<file path="src/design/uart_cfg.svh">
////////////////////////////////////////
// UART configuration
// Clock, bit rate, character format and
// receive buffer depth, fixed at compile time
////////////////////////////////////////
`ifndef UART_CFG_SVH
`define UART_CFG_SVH

// Timing
`define UART_CLK_FREQ      50000000                          // Hz
`define UART_BAUD          3125000                           // Bit/s
`define UART_CLKS_PER_BIT  (`UART_CLK_FREQ / `UART_BAUD)     // 16 clocks per bit

// Character format
`define UART_DATA_BITS     8
`define UART_PARITY        uart_pkg::PARITY_EVEN             // None, even or odd

// Receive side
`define UART_FIFO_DEPTH    16                                // Power of two

`endif
</file>
<file path="src/design/uart_pkg.sv">
////////////////////////////////////////
// UART shared types
// Parity modes, FSM states and the
// received character record
////////////////////////////////////////
`default_nettype none

`include "uart_cfg.svh"

package uart_pkg;

    typedef enum logic [1:0] {
        PARITY_NONE,
        PARITY_EVEN,
        PARITY_ODD
    } uart_parity_e;

    typedef enum logic [2:0] {
        TX_IDLE,
        TX_START,
        TX_DATA,
        TX_PARITY,
        TX_STOP
    } uart_tx_state_e;

    typedef enum logic [2:0] {
        RX_IDLE,
        RX_START,
        RX_DATA,
        RX_PARITY,
        RX_STOP
    } uart_rx_state_e;

    // One received character with its line errors
    typedef struct packed {
        logic [`UART_DATA_BITS-1:0] data;
        logic                       parity_err;   // Parity bit mismatch
        logic                       frame_err;    // Stop bit sampled low
    } uart_char_t;

endpackage

`default_nettype wire

</file>
<file path="src/design/uart_core.sv">
////////////////////////////////////////
// UART core top level
// Transmitter, receiver and receive FIFO
////////////////////////////////////////
`timescale 1ns/10ps
`default_nettype none

`include "uart_cfg.svh"

module uart_core (
    input  logic                       clk,
    input  logic                       rst,
    // Transmit handshake
    input  logic [`UART_DATA_BITS-1:0] tx_data,
    input  logic                       tx_valid,
    output logic                       tx_ready,
    // Serial lines
    output logic                       tx,
    input  logic                       rx,
    // Receive handshake
    output uart_pkg::uart_char_t       rx_char,
    output logic                       rx_valid,
    input  logic                       rx_ready,
    output logic                       rx_overrun
);
    import uart_pkg::*;

    uart_char_t rx_char_w;                     // Deframer to FIFO
    logic       rx_strobe_w;

    uart_tx tx_i (
        .clk      (clk),
        .rst      (rst),
        .tx_data  (tx_data),
        .tx_valid (tx_valid),
        .tx_ready (tx_ready),
        .tx       (tx)
    );

    uart_rx rx_i (
        .clk         (clk),
        .rst         (rst),
        .rx          (rx),
        .char_out    (rx_char_w),
        .char_strobe (rx_strobe_w)
    );

    uart_rx_fifo #(
        .DEPTH (`UART_FIFO_DEPTH)
    ) fifo_i (
        .clk         (clk),
        .rst         (rst),
        .char_in     (rx_char_w),
        .char_strobe (rx_strobe_w),
        .rx_char     (rx_char),
        .rx_valid    (rx_valid),
        .rx_ready    (rx_ready),
        .rx_overrun  (rx_overrun)
    );

endmodule

`default_nettype wire

</file>
<file path="src/design/uart_rx_fifo.sv">
////////////////////////////////////////
// Receive character FIFO
// Show-ahead buffer, drops and flags
// characters arriving while full
////////////////////////////////////////
`timescale 1ns/10ps
`default_nettype none

module uart_rx_fifo #(
    parameter int unsigned DEPTH = 16
) (
    input  logic                 clk,
    input  logic                 rst,
    input  uart_pkg::uart_char_t char_in,
    input  logic                 char_strobe,
    output uart_pkg::uart_char_t rx_char,
    output logic                 rx_valid,
    input  logic                 rx_ready,
    output logic                 rx_overrun
);
    import uart_pkg::*;

    localparam int unsigned AW    = (DEPTH > 1) ? $clog2(DEPTH) : 1;
    localparam int unsigned CNT_W = AW + 1;

    uart_char_t       mem [DEPTH];
    logic [AW-1:0]    wr_ptr;
    logic [AW-1:0]    rd_ptr;
    logic [CNT_W-1:0] count;
    logic             full;
    logic             push;
    logic             pop;

    assign full     = (count == CNT_W'(DEPTH));
    assign push     = char_strobe && !full;
    assign pop      = rx_valid && rx_ready;
    assign rx_valid = (count != '0);
    assign rx_char  = mem[rd_ptr];             // Head shown ahead

    always_ff @(posedge clk)
    begin
        if (push)
            mem[wr_ptr] <= char_in;
    end

    always_ff @(posedge clk)
    begin
        if (rst)
        begin
            wr_ptr     <= '0;
            rd_ptr     <= '0;
            count      <= '0;
            rx_overrun <= 1'b0;
        end
        else
        begin
            rx_overrun <= char_strobe && full;     // One pulse per lost character
            if (push)
                wr_ptr <= (wr_ptr == AW'(DEPTH - 1)) ? '0 : wr_ptr + 1'b1;
            if (pop)
                rd_ptr <= (rd_ptr == AW'(DEPTH - 1)) ? '0 : rd_ptr + 1'b1;
            case ({push, pop})
                2'b10:   count <= count + 1'b1;
                2'b01:   count <= count - 1'b1;
                default: count <= count;         // Both or neither
            endcase
        end
    end

    a_count_bound: assert property (@(posedge clk) disable iff (rst)
        count <= CNT_W'(DEPTH))
        else $error("FIFO occupancy above depth");

endmodule

`default_nettype wire

</file>
<file path="src/design/uart_rx.sv">
////////////////////////////////////////
// UART receiver
// Synchronizes the line, samples mid-bit
// and flags parity and framing errors
////////////////////////////////////////
`timescale 1ns/10ps
`default_nettype none

`include "uart_cfg.svh"

module uart_rx (
    input  logic                 clk,
    input  logic                 rst,
    input  logic                 rx,
    output uart_pkg::uart_char_t char_out,
    output logic                 char_strobe
);
    import uart_pkg::*;

    localparam int unsigned  CLKS     = `UART_CLKS_PER_BIT;
    localparam int unsigned  HALF     = CLKS / 2;
    localparam int unsigned  CNT_W    = $clog2(CLKS);
    localparam int unsigned  IDX_W    = $clog2(`UART_DATA_BITS);
    localparam uart_parity_e PAR_MODE = `UART_PARITY;

    uart_rx_state_e             state;
    logic                       rx_meta;
    logic                       rx_sync;
    logic                       rx_prev;      // For start edge detection
    logic [CNT_W-1:0]           bit_cnt;
    logic [IDX_W-1:0]           bit_idx;
    logic [`UART_DATA_BITS-1:0] shreg;
    logic                       par_acc;      // Running XOR of data bits
    logic                       par_err;
    logic                       sample;

    // Half a bit to confirm the start, then one full bit per sample
    assign sample = (state == RX_START) ? (bit_cnt == CNT_W'(HALF - 1))
                                        : (bit_cnt == CNT_W'(CLKS - 1));

    always_ff @(posedge clk)
    begin
        if (rst)
        begin
            rx_meta <= 1'b1;
            rx_sync <= 1'b1;
            rx_prev <= 1'b1;
        end
        else
        begin
            rx_meta <= rx;
            rx_sync <= rx_meta;
            rx_prev <= rx_sync;
        end
    end

    always_ff @(posedge clk)
    begin
        if (rst || state == RX_IDLE || sample)
            bit_cnt <= '0;
        else
            bit_cnt <= bit_cnt + 1'b1;
    end

    ////////////////////////////////////////
    // Deframer control
    ////////////////////////////////////////
    always_ff @(posedge clk)
    begin
        if (rst)
        begin
            state       <= RX_IDLE;
            bit_idx     <= '0;
            char_strobe <= 1'b0;
        end
        else
        begin
            char_strobe <= 1'b0;
            case (state)
                RX_IDLE:
                begin
                    if (rx_prev && !rx_sync)
                        state <= RX_START;
                end
                RX_START:
                begin
                    if (sample)
                    begin
                        state   <= rx_sync ? RX_IDLE : RX_DATA;   // High here is a glitch
                        bit_idx <= '0;
                    end
                end
                RX_DATA:
                begin
                    if (sample)
                    begin
                        if (bit_idx == IDX_W'(`UART_DATA_BITS - 1))
                            state <= (PAR_MODE == PARITY_NONE) ? RX_STOP : RX_PARITY;
                        else
                            bit_idx <= bit_idx + 1'b1;
                    end
                end
                RX_PARITY:
                begin
                    if (sample)
                        state <= RX_STOP;
                end
                RX_STOP:
                begin
                    if (sample)
                    begin
                        state       <= RX_IDLE;
                        char_strobe <= 1'b1;      // Stop bit midpoint
                    end
                end
                default: state <= RX_IDLE;
            endcase
        end
    end

    // Data path, sampled at bit midpoints
    always_ff @(posedge clk)
    begin
        if (sample)
        begin
            case (state)
                RX_START:
                begin
                    par_acc <= 1'b0;
                    par_err <= 1'b0;
                end
                RX_DATA:
                begin
                    shreg   <= {rx_sync, shreg[`UART_DATA_BITS-1:1]};  // LSB arrives first
                    par_acc <= par_acc ^ rx_sync;
                end
                RX_PARITY:
                    par_err <= (PAR_MODE == PARITY_ODD) ? ~(par_acc ^ rx_sync)
                                                        : (par_acc ^ rx_sync);
                RX_STOP:
                begin
                    char_out.data       <= shreg;
                    char_out.parity_err <= par_err;
                    char_out.frame_err  <= ~rx_sync;
                end
                default: ;
            endcase
        end
    end

    a_strobe_single: assert property (@(posedge clk) disable iff (rst)
        char_strobe |=> !char_strobe)
        else $error("char_strobe held for two cycles");

endmodule

`default_nettype wire

</file>
<file path="src/design/uart_tx.sv">
////////////////////////////////////////
// UART transmitter
// Takes one character per valid/ready transfer
// and sends start, data LSB first, parity, stop
////////////////////////////////////////
`timescale 1ns/10ps
`default_nettype none

`include "uart_cfg.svh"

module uart_tx (
    input  logic                       clk,
    input  logic                       rst,
    input  logic [`UART_DATA_BITS-1:0] tx_data,
    input  logic                       tx_valid,
    output logic                       tx_ready,
    output logic                       tx
);
    import uart_pkg::*;

    localparam int unsigned  CLKS     = `UART_CLKS_PER_BIT;
    localparam int unsigned  CNT_W    = $clog2(CLKS);
    localparam int unsigned  IDX_W    = $clog2(`UART_DATA_BITS);
    localparam uart_parity_e PAR_MODE = `UART_PARITY;

    uart_tx_state_e             state;
    logic [CNT_W-1:0]           bit_cnt;      // Clocks into the current bit
    logic [IDX_W-1:0]           bit_idx;      // Data bit on the line
    logic [`UART_DATA_BITS-1:0] data_q;
    logic                       bit_end;
    logic                       par_bit;

    assign bit_end  = (bit_cnt == CNT_W'(CLKS - 1));
    assign tx_ready = (state == TX_IDLE);
    assign par_bit  = (PAR_MODE == PARITY_ODD) ? ~^data_q : ^data_q;

    always_ff @(posedge clk)
    begin
        if (tx_valid && tx_ready)
            data_q <= tx_data;                // Held for the whole frame
    end

    // Bit period timer, idle while waiting for a character
    always_ff @(posedge clk)
    begin
        if (rst || state == TX_IDLE || bit_end)
            bit_cnt <= '0;
        else
            bit_cnt <= bit_cnt + 1'b1;
    end

    ////////////////////////////////////////
    // Frame sequencer
    ////////////////////////////////////////
    always_ff @(posedge clk)
    begin
        if (rst)
        begin
            state   <= TX_IDLE;
            tx      <= 1'b1;
            bit_idx <= '0;
        end
        else
        begin
            case (state)
                TX_IDLE:
                begin
                    if (tx_valid)
                    begin
                        state <= TX_START;
                        tx    <= 1'b0;          // Start bit from the next cycle
                    end
                end
                TX_START:
                begin
                    if (bit_end)
                    begin
                        state   <= TX_DATA;
                        tx      <= data_q[0];
                        bit_idx <= '0;
                    end
                end
                TX_DATA:
                begin
                    if (bit_end)
                    begin
                        if (bit_idx == IDX_W'(`UART_DATA_BITS - 1))
                        begin
                            if (PAR_MODE == PARITY_NONE)
                            begin
                                state <= TX_STOP;
                                tx    <= 1'b1;
                            end
                            else
                            begin
                                state <= TX_PARITY;
                                tx    <= par_bit;
                            end
                        end
                        else
                        begin
                            bit_idx <= bit_idx + 1'b1;
                            tx      <= data_q[bit_idx + 1'b1];
                        end
                    end
                end
                TX_PARITY:
                begin
                    if (bit_end)
                    begin
                        state <= TX_STOP;
                        tx    <= 1'b1;
                    end
                end
                TX_STOP:
                begin
                    if (bit_end)
                        state <= TX_IDLE;       // Ready again next cycle
                end
                default:
                begin
                    state <= TX_IDLE;
                    tx    <= 1'b1;
                end
            endcase
        end
    end

    // Line must rest at mark level between frames
    a_idle_mark: assert property (@(posedge clk) disable iff (rst)
        state == TX_IDLE |-> tx)
        else $error("tx low while transmitter idle");

endmodule

`default_nettype wire

</file>
<file path="config.mk">
export PLATFORM = sky130hd
export DESIGN_NAME = uart_core
export DESIGN_NICKNAME = d
export VERILOG_FILES = /design/src/design/uart_pkg.sv /design/src/design/uart_core.sv /design/src/design/uart_rx_fifo.sv /design/src/design/uart_rx.sv /design/src/design/uart_tx.sv
export VERILOG_INCLUDE_DIRS = /design/src /design/src/design
export SDC_FILE = /design/constraint.sdc
export NUM_CORES = 1
export LEC_CHECK = 0
export CORE_ASPECT_RATIO = 1.4
export CORE_MARGIN = 2
export CORE_UTILIZATION = 50
export DETAILED_ROUTE_END_ITERATION = 10
export DONT_BUFFER_PORTS = 1
export PLACE_DENSITY = 0.74
export REMOVE_ABC_BUFFERS = 1
export SKIP_LAST_GASP = 1
export SLEW_MARGIN = 25
export SYNTH_ARGS = -nofsm -noshare
export SYNTH_HDL_FRONTEND = slang
export SYNTH_SLANG_ARGS = --single-unit
</file>
<file path="constraint.sdc">
create_clock -name clk -period 2.9 [get_ports clk]
set_input_delay 0.435 -clock clk [delete_from_list [all_inputs] [get_ports clk]]
set_output_delay 0.435 -clock clk [all_outputs]
set_load 0.05 [all_outputs]
</file>
==> out/metrics.csv <==
stage;metric;value;unit
run_status;outcome;complete, no violations;
layout;diode count;0;
clock_tree;clk_lat worst skew;510;ps
die;CORE AREA;18500;µm²
route;antenna viol nets, final;0;
hold_path;hold path endpoint;tx_i.bit_idx[1]$_SDFFE_PP0P_;
setup_path;startpoint type of the worst setup path;flop;
yosys;Synth Flop Type;edfxtp_1;
global_route;first-pass GRT wire length;28.0;mm
yosys;Post-Synthesis Cells;528;
setup_path;path depth of the worst reg2reg path;9;
clock_tree;Clock Tree Buf Depth;3;
setup_path;reg2reg setup slack;230;ps
power;Max VDD drop;0.396;mV
place;DP Area;9730;µm²
place;HPWL after DPL;10.9;mm
die;die area;19900;µm²
route;drt drc;0;
setup_path;WP data arrival;2410;ps
yosys;ys async rst share;0;
clock_tree;cts bufs inserted;22;
timing;fmax;351;MHz
setup_path;CP cell instances;buf_12, mux4_1, mux4_2;
power;PwrDens;613;nW/µm²
clock_tree;CTS clock-pin slew for the worst setup and hold paths;60;ps
yosys;mux contribution to synthesized area;0.147;
yosys;post-synth top area share;0.601;
yosys;post-synthesis cell type count;60;
die;Die Wd;120;µm
timing;max_slew headroom;0.531;
hold_path;worst min-delay path class;input port to flop;
yosys;adder-cell share of the synthesized area;0.0187;
yosys;Synth area leader;edfxtp_1;
die;Ports;27;
clock_tree;CTS tree;done;
clock_tree;CTS Root Cell;clkbuf_16;
timing;# setup viols final;0;
timing;unrepaired setup endpoints after global routing;true;
layout;Syn-to-layout area delta;11.7;%
route;DR vias/cell;5.92;
layout;share of cells above drive strength 1;0.165;
setup_path;Crit-path slowest cell;mux4_2;
power;leakage power;3.38;nW
yosys;simple-gate share of the synthesized area;0.0685;
place;dpl cells;765;
setup_path;Worst Setup End Kind;output pin;
timing;max-slew violation count;0;
place;GP Congestion;0.764;
hold_path;Hold Crit Start;rst;
yosys;Synth Area in Compound Gates;0.0337;
setup_path;Critical Path RT;2470;ps
timing;Final period util;0.981;
setup_path;delay of the slowest critical-path stage;660;ps
die;Initial Util;0.507;
route;Initial DRT Pass Iterations;6;
route;drt initial violations;442;
setup_path;Worst Path Max Fanout;20;
yosys;Post-Synth XOR/XNOR Area;0.0196;
global_route;largest net degree at the start of global routing;41;
timing;fin crit period;2850;ps
layout;design area;10500;µm²
yosys;Post-synth EDFFs;188;
yosys;Yosys reg bits;231;
yosys;cell area after synthesis;9390;µm²
route;DR WL/cell;22.8;µm
route;final WL;18.4;mm
timing;Worst Tran Pin Value;703;ps
setup_path;Crit Reg-Reg Startpoint;fifo_i.count[0]$_SDFFE_PP0P_;
global_route;GRT Residual Overflow;0;
global_route;GR Util All Layers;0.186;
place;Port Buffers;0;
global_route;vias in the first global route;4955;
timing;Final Skew;12.6;ps
die;FP Rows;59;
clock_tree;H-tree levels;1;
layout;layout net count;575;
yosys;largest cells by area after synthesis;edfxtp_1 (60%), dfxtp_1 (9.2%), mux4_1 (8.7%);
layout;Finished Layout Cells;808;
yosys;largest family of logic cells by synthesized area;multiplexers;
timing;final hold vios;0;
setup_path;reg2reg end;fifo_i.count[4]$_SDFFE_PP0P_;
hold_path;Hold Path Stages;1;
yosys;Syn Area/Cell;17.8;µm²
global_route;initial antenna violation count;0;
yosys;Ys Warns;0;
route;Vias;4787;
job;MaxCap Viol Count;0;
yosys;sequential area share after synthesis;0.693;
die;Die Height;166;µm
clock_tree;post-CTS setup buffer count;0;
setup_path;Setup Crit Path Kind;flop to output pin;
timing;Min Hold Slack;13.5;ps
clock_tree;clock tree sinks;231;
[power breakdown]
group	total [mW]	internal, mW	leakage (nW)	switching [mW]
clock	2.80	1.59	0.344	1.21
sequential	3.57	3.55	2.04	0.0204
combinational	0.0675	0.0314	0.999	0.0361
total	6.43	5.17	3.38	1.27
[layer usage]
metal	GRT usage	vias to the layer above	share of wire
met5	0	-	0
met4	0.0588	0	0.027
met3	0.0230	34	0.052
met1	0.222	2435	0.37
li1	-	2163	-
met2	0.346	155	0.56
[logic make-up (layout without fill, tap and decap cells)]
| kind of cell | Yosys count | in the layout |
|---|---|---|
| AO/OA/AOI/OAI | 42 | 42 |
| flip-flops | 231 | 231 |
| adder cells (fa/ha/maj) | 14 | 14 |
| multiplexers | 63 | 63 |
| buffers and inverters | 37 | 73 |
| AND/OR/NAND/NOR | 120 | 120 |
| XOR/XNOR | 21 | 21 |
[synth_stat cells, drive strengths merged (4+ instances only)]
library cell / number
clkbuf: 17
or2: 5
nand2: 11
a31oi: 4
edfxtp: 188
nand2b: 5
mux4: 50
nor2: 41
and3: 5
nor3: 11
buf: 11
nor3b: 4
dfxtp: 43
a21oi: 10
mux2i: 10
ha: 14
xor2: 7
xnor2: 14
inv: 9
nand3: 11
nand3b: 4
[layout by cell type (no fill, tap or decap), drive strengths merged, types with 7 or more instances in the layout]
master / Yosys / layout
buf: 11 / 21
nor3: 11 / 11
nand3: 11 / 11
clkinv: 0 / 7
dfxtp: 43 / 43
clkbuf: 17 / 29
xor2: 7 / 7
ha: 14 / 14
xnor2: 14 / 14
inv: 9 / 11
mux4: 50 / 50
nand2: 11 / 11
edfxtp: 188 / 188
a21oi: 10 / 10
mux2i: 10 / 10
nor2: 41 / 41
[worst max-delay path: cells and delay by family (launching register included)]
| kind | cells | cell delay, ps |
|---|---|---|
| flip-flops | 1 | 410 |
| multiplexers | 2 | 1260 |
| buffers and inverters | 1 | 210 |
[worst max-delay path by stage]
stage / startpoint / endpoint / slack (ps) / depth (start not counted)
detailed placement: fifo_i.count[0]$_SDFFE_PP0P_ / fifo_i.count[4]$_SDFFE_PP0P_ / 150 / 9
floorplan: flop / rx_char[0] / -260 / 2
CTS: flop / rx_char[7] / 0.9 / 3
global placement: fifo_i.count[0]$_SDFFE_PP0P_ / fifo_i.count[4]$_SDFFE_PP0P_ / 320 / 9
global route: flop / rx_char[0] / 10 / 3
finish: flop / rx_char[6] / 50 / 3
[metrics by stage]
step           setup WS, ps  power, mW  TNS (ps)   util
5_1_grt                11.8       6.61         0  0.566
3_3_place_gp            321       3.70         0  0.525
2_1_floorplan          -261       3.69     -2610      -
3_5_place_dp            154       3.70         0  0.525
6_report               55.0       6.43         0  0.566
4_1_cts               0.887       6.47         0  0.564
[state kept, by name, summed over array words and instances, names as in the netlist, named ones only]
| name | count |
|---|---|
| rx_i.shreg | 8 |
| fifo_i.count | 5 |
| rx_i.rx_sync | 1 |
| tx_i.tx | 1 |
| tx_i.bit_idx | 3 |
| rx_i.bit_cnt | 4 |
| fifo_i.wr_ptr | 4 |
| fifo_i.mem | 160 |
| rx_i.bit_idx | 3 |
| fifo_i.rx_overrun | 1 |
| rx_i.par_acc | 1 |
| tx_i.data_q | 8 |
| rx_i.rx_prev | 1 |
| tx_i.state | 3 |
| rx_i.rx_meta | 1 |
| rx_i.par_err | 1 |
| rx_i.char_out | 10 |
| tx_i.bit_cnt | 4 |
| fifo_i.rd_ptr | 4 |
| rx_i.state | 3 |
| rx_i.char_strobe | 1 |
[layout make-up]
type | instances | area, µm²
Multi-Input combinational cell | 260 | 2710
Tap cell | 244 | 305
Fill cell | 1349 | 8040
Sequential cell | 231 | 6510
Inverter | 9 | 33.8
Clock buffer | 28 | 604
Timing Repair Buffer | 24 | 228
Clock inverter | 12 | 106
[repair_timing]
action,CTS,global route
hold buffers,2,0
gates resized for setup,0,1
endpoints found under the setup margin,0,3
hold endpoints to repair,11,0
(Power assumes the default switching activity.)
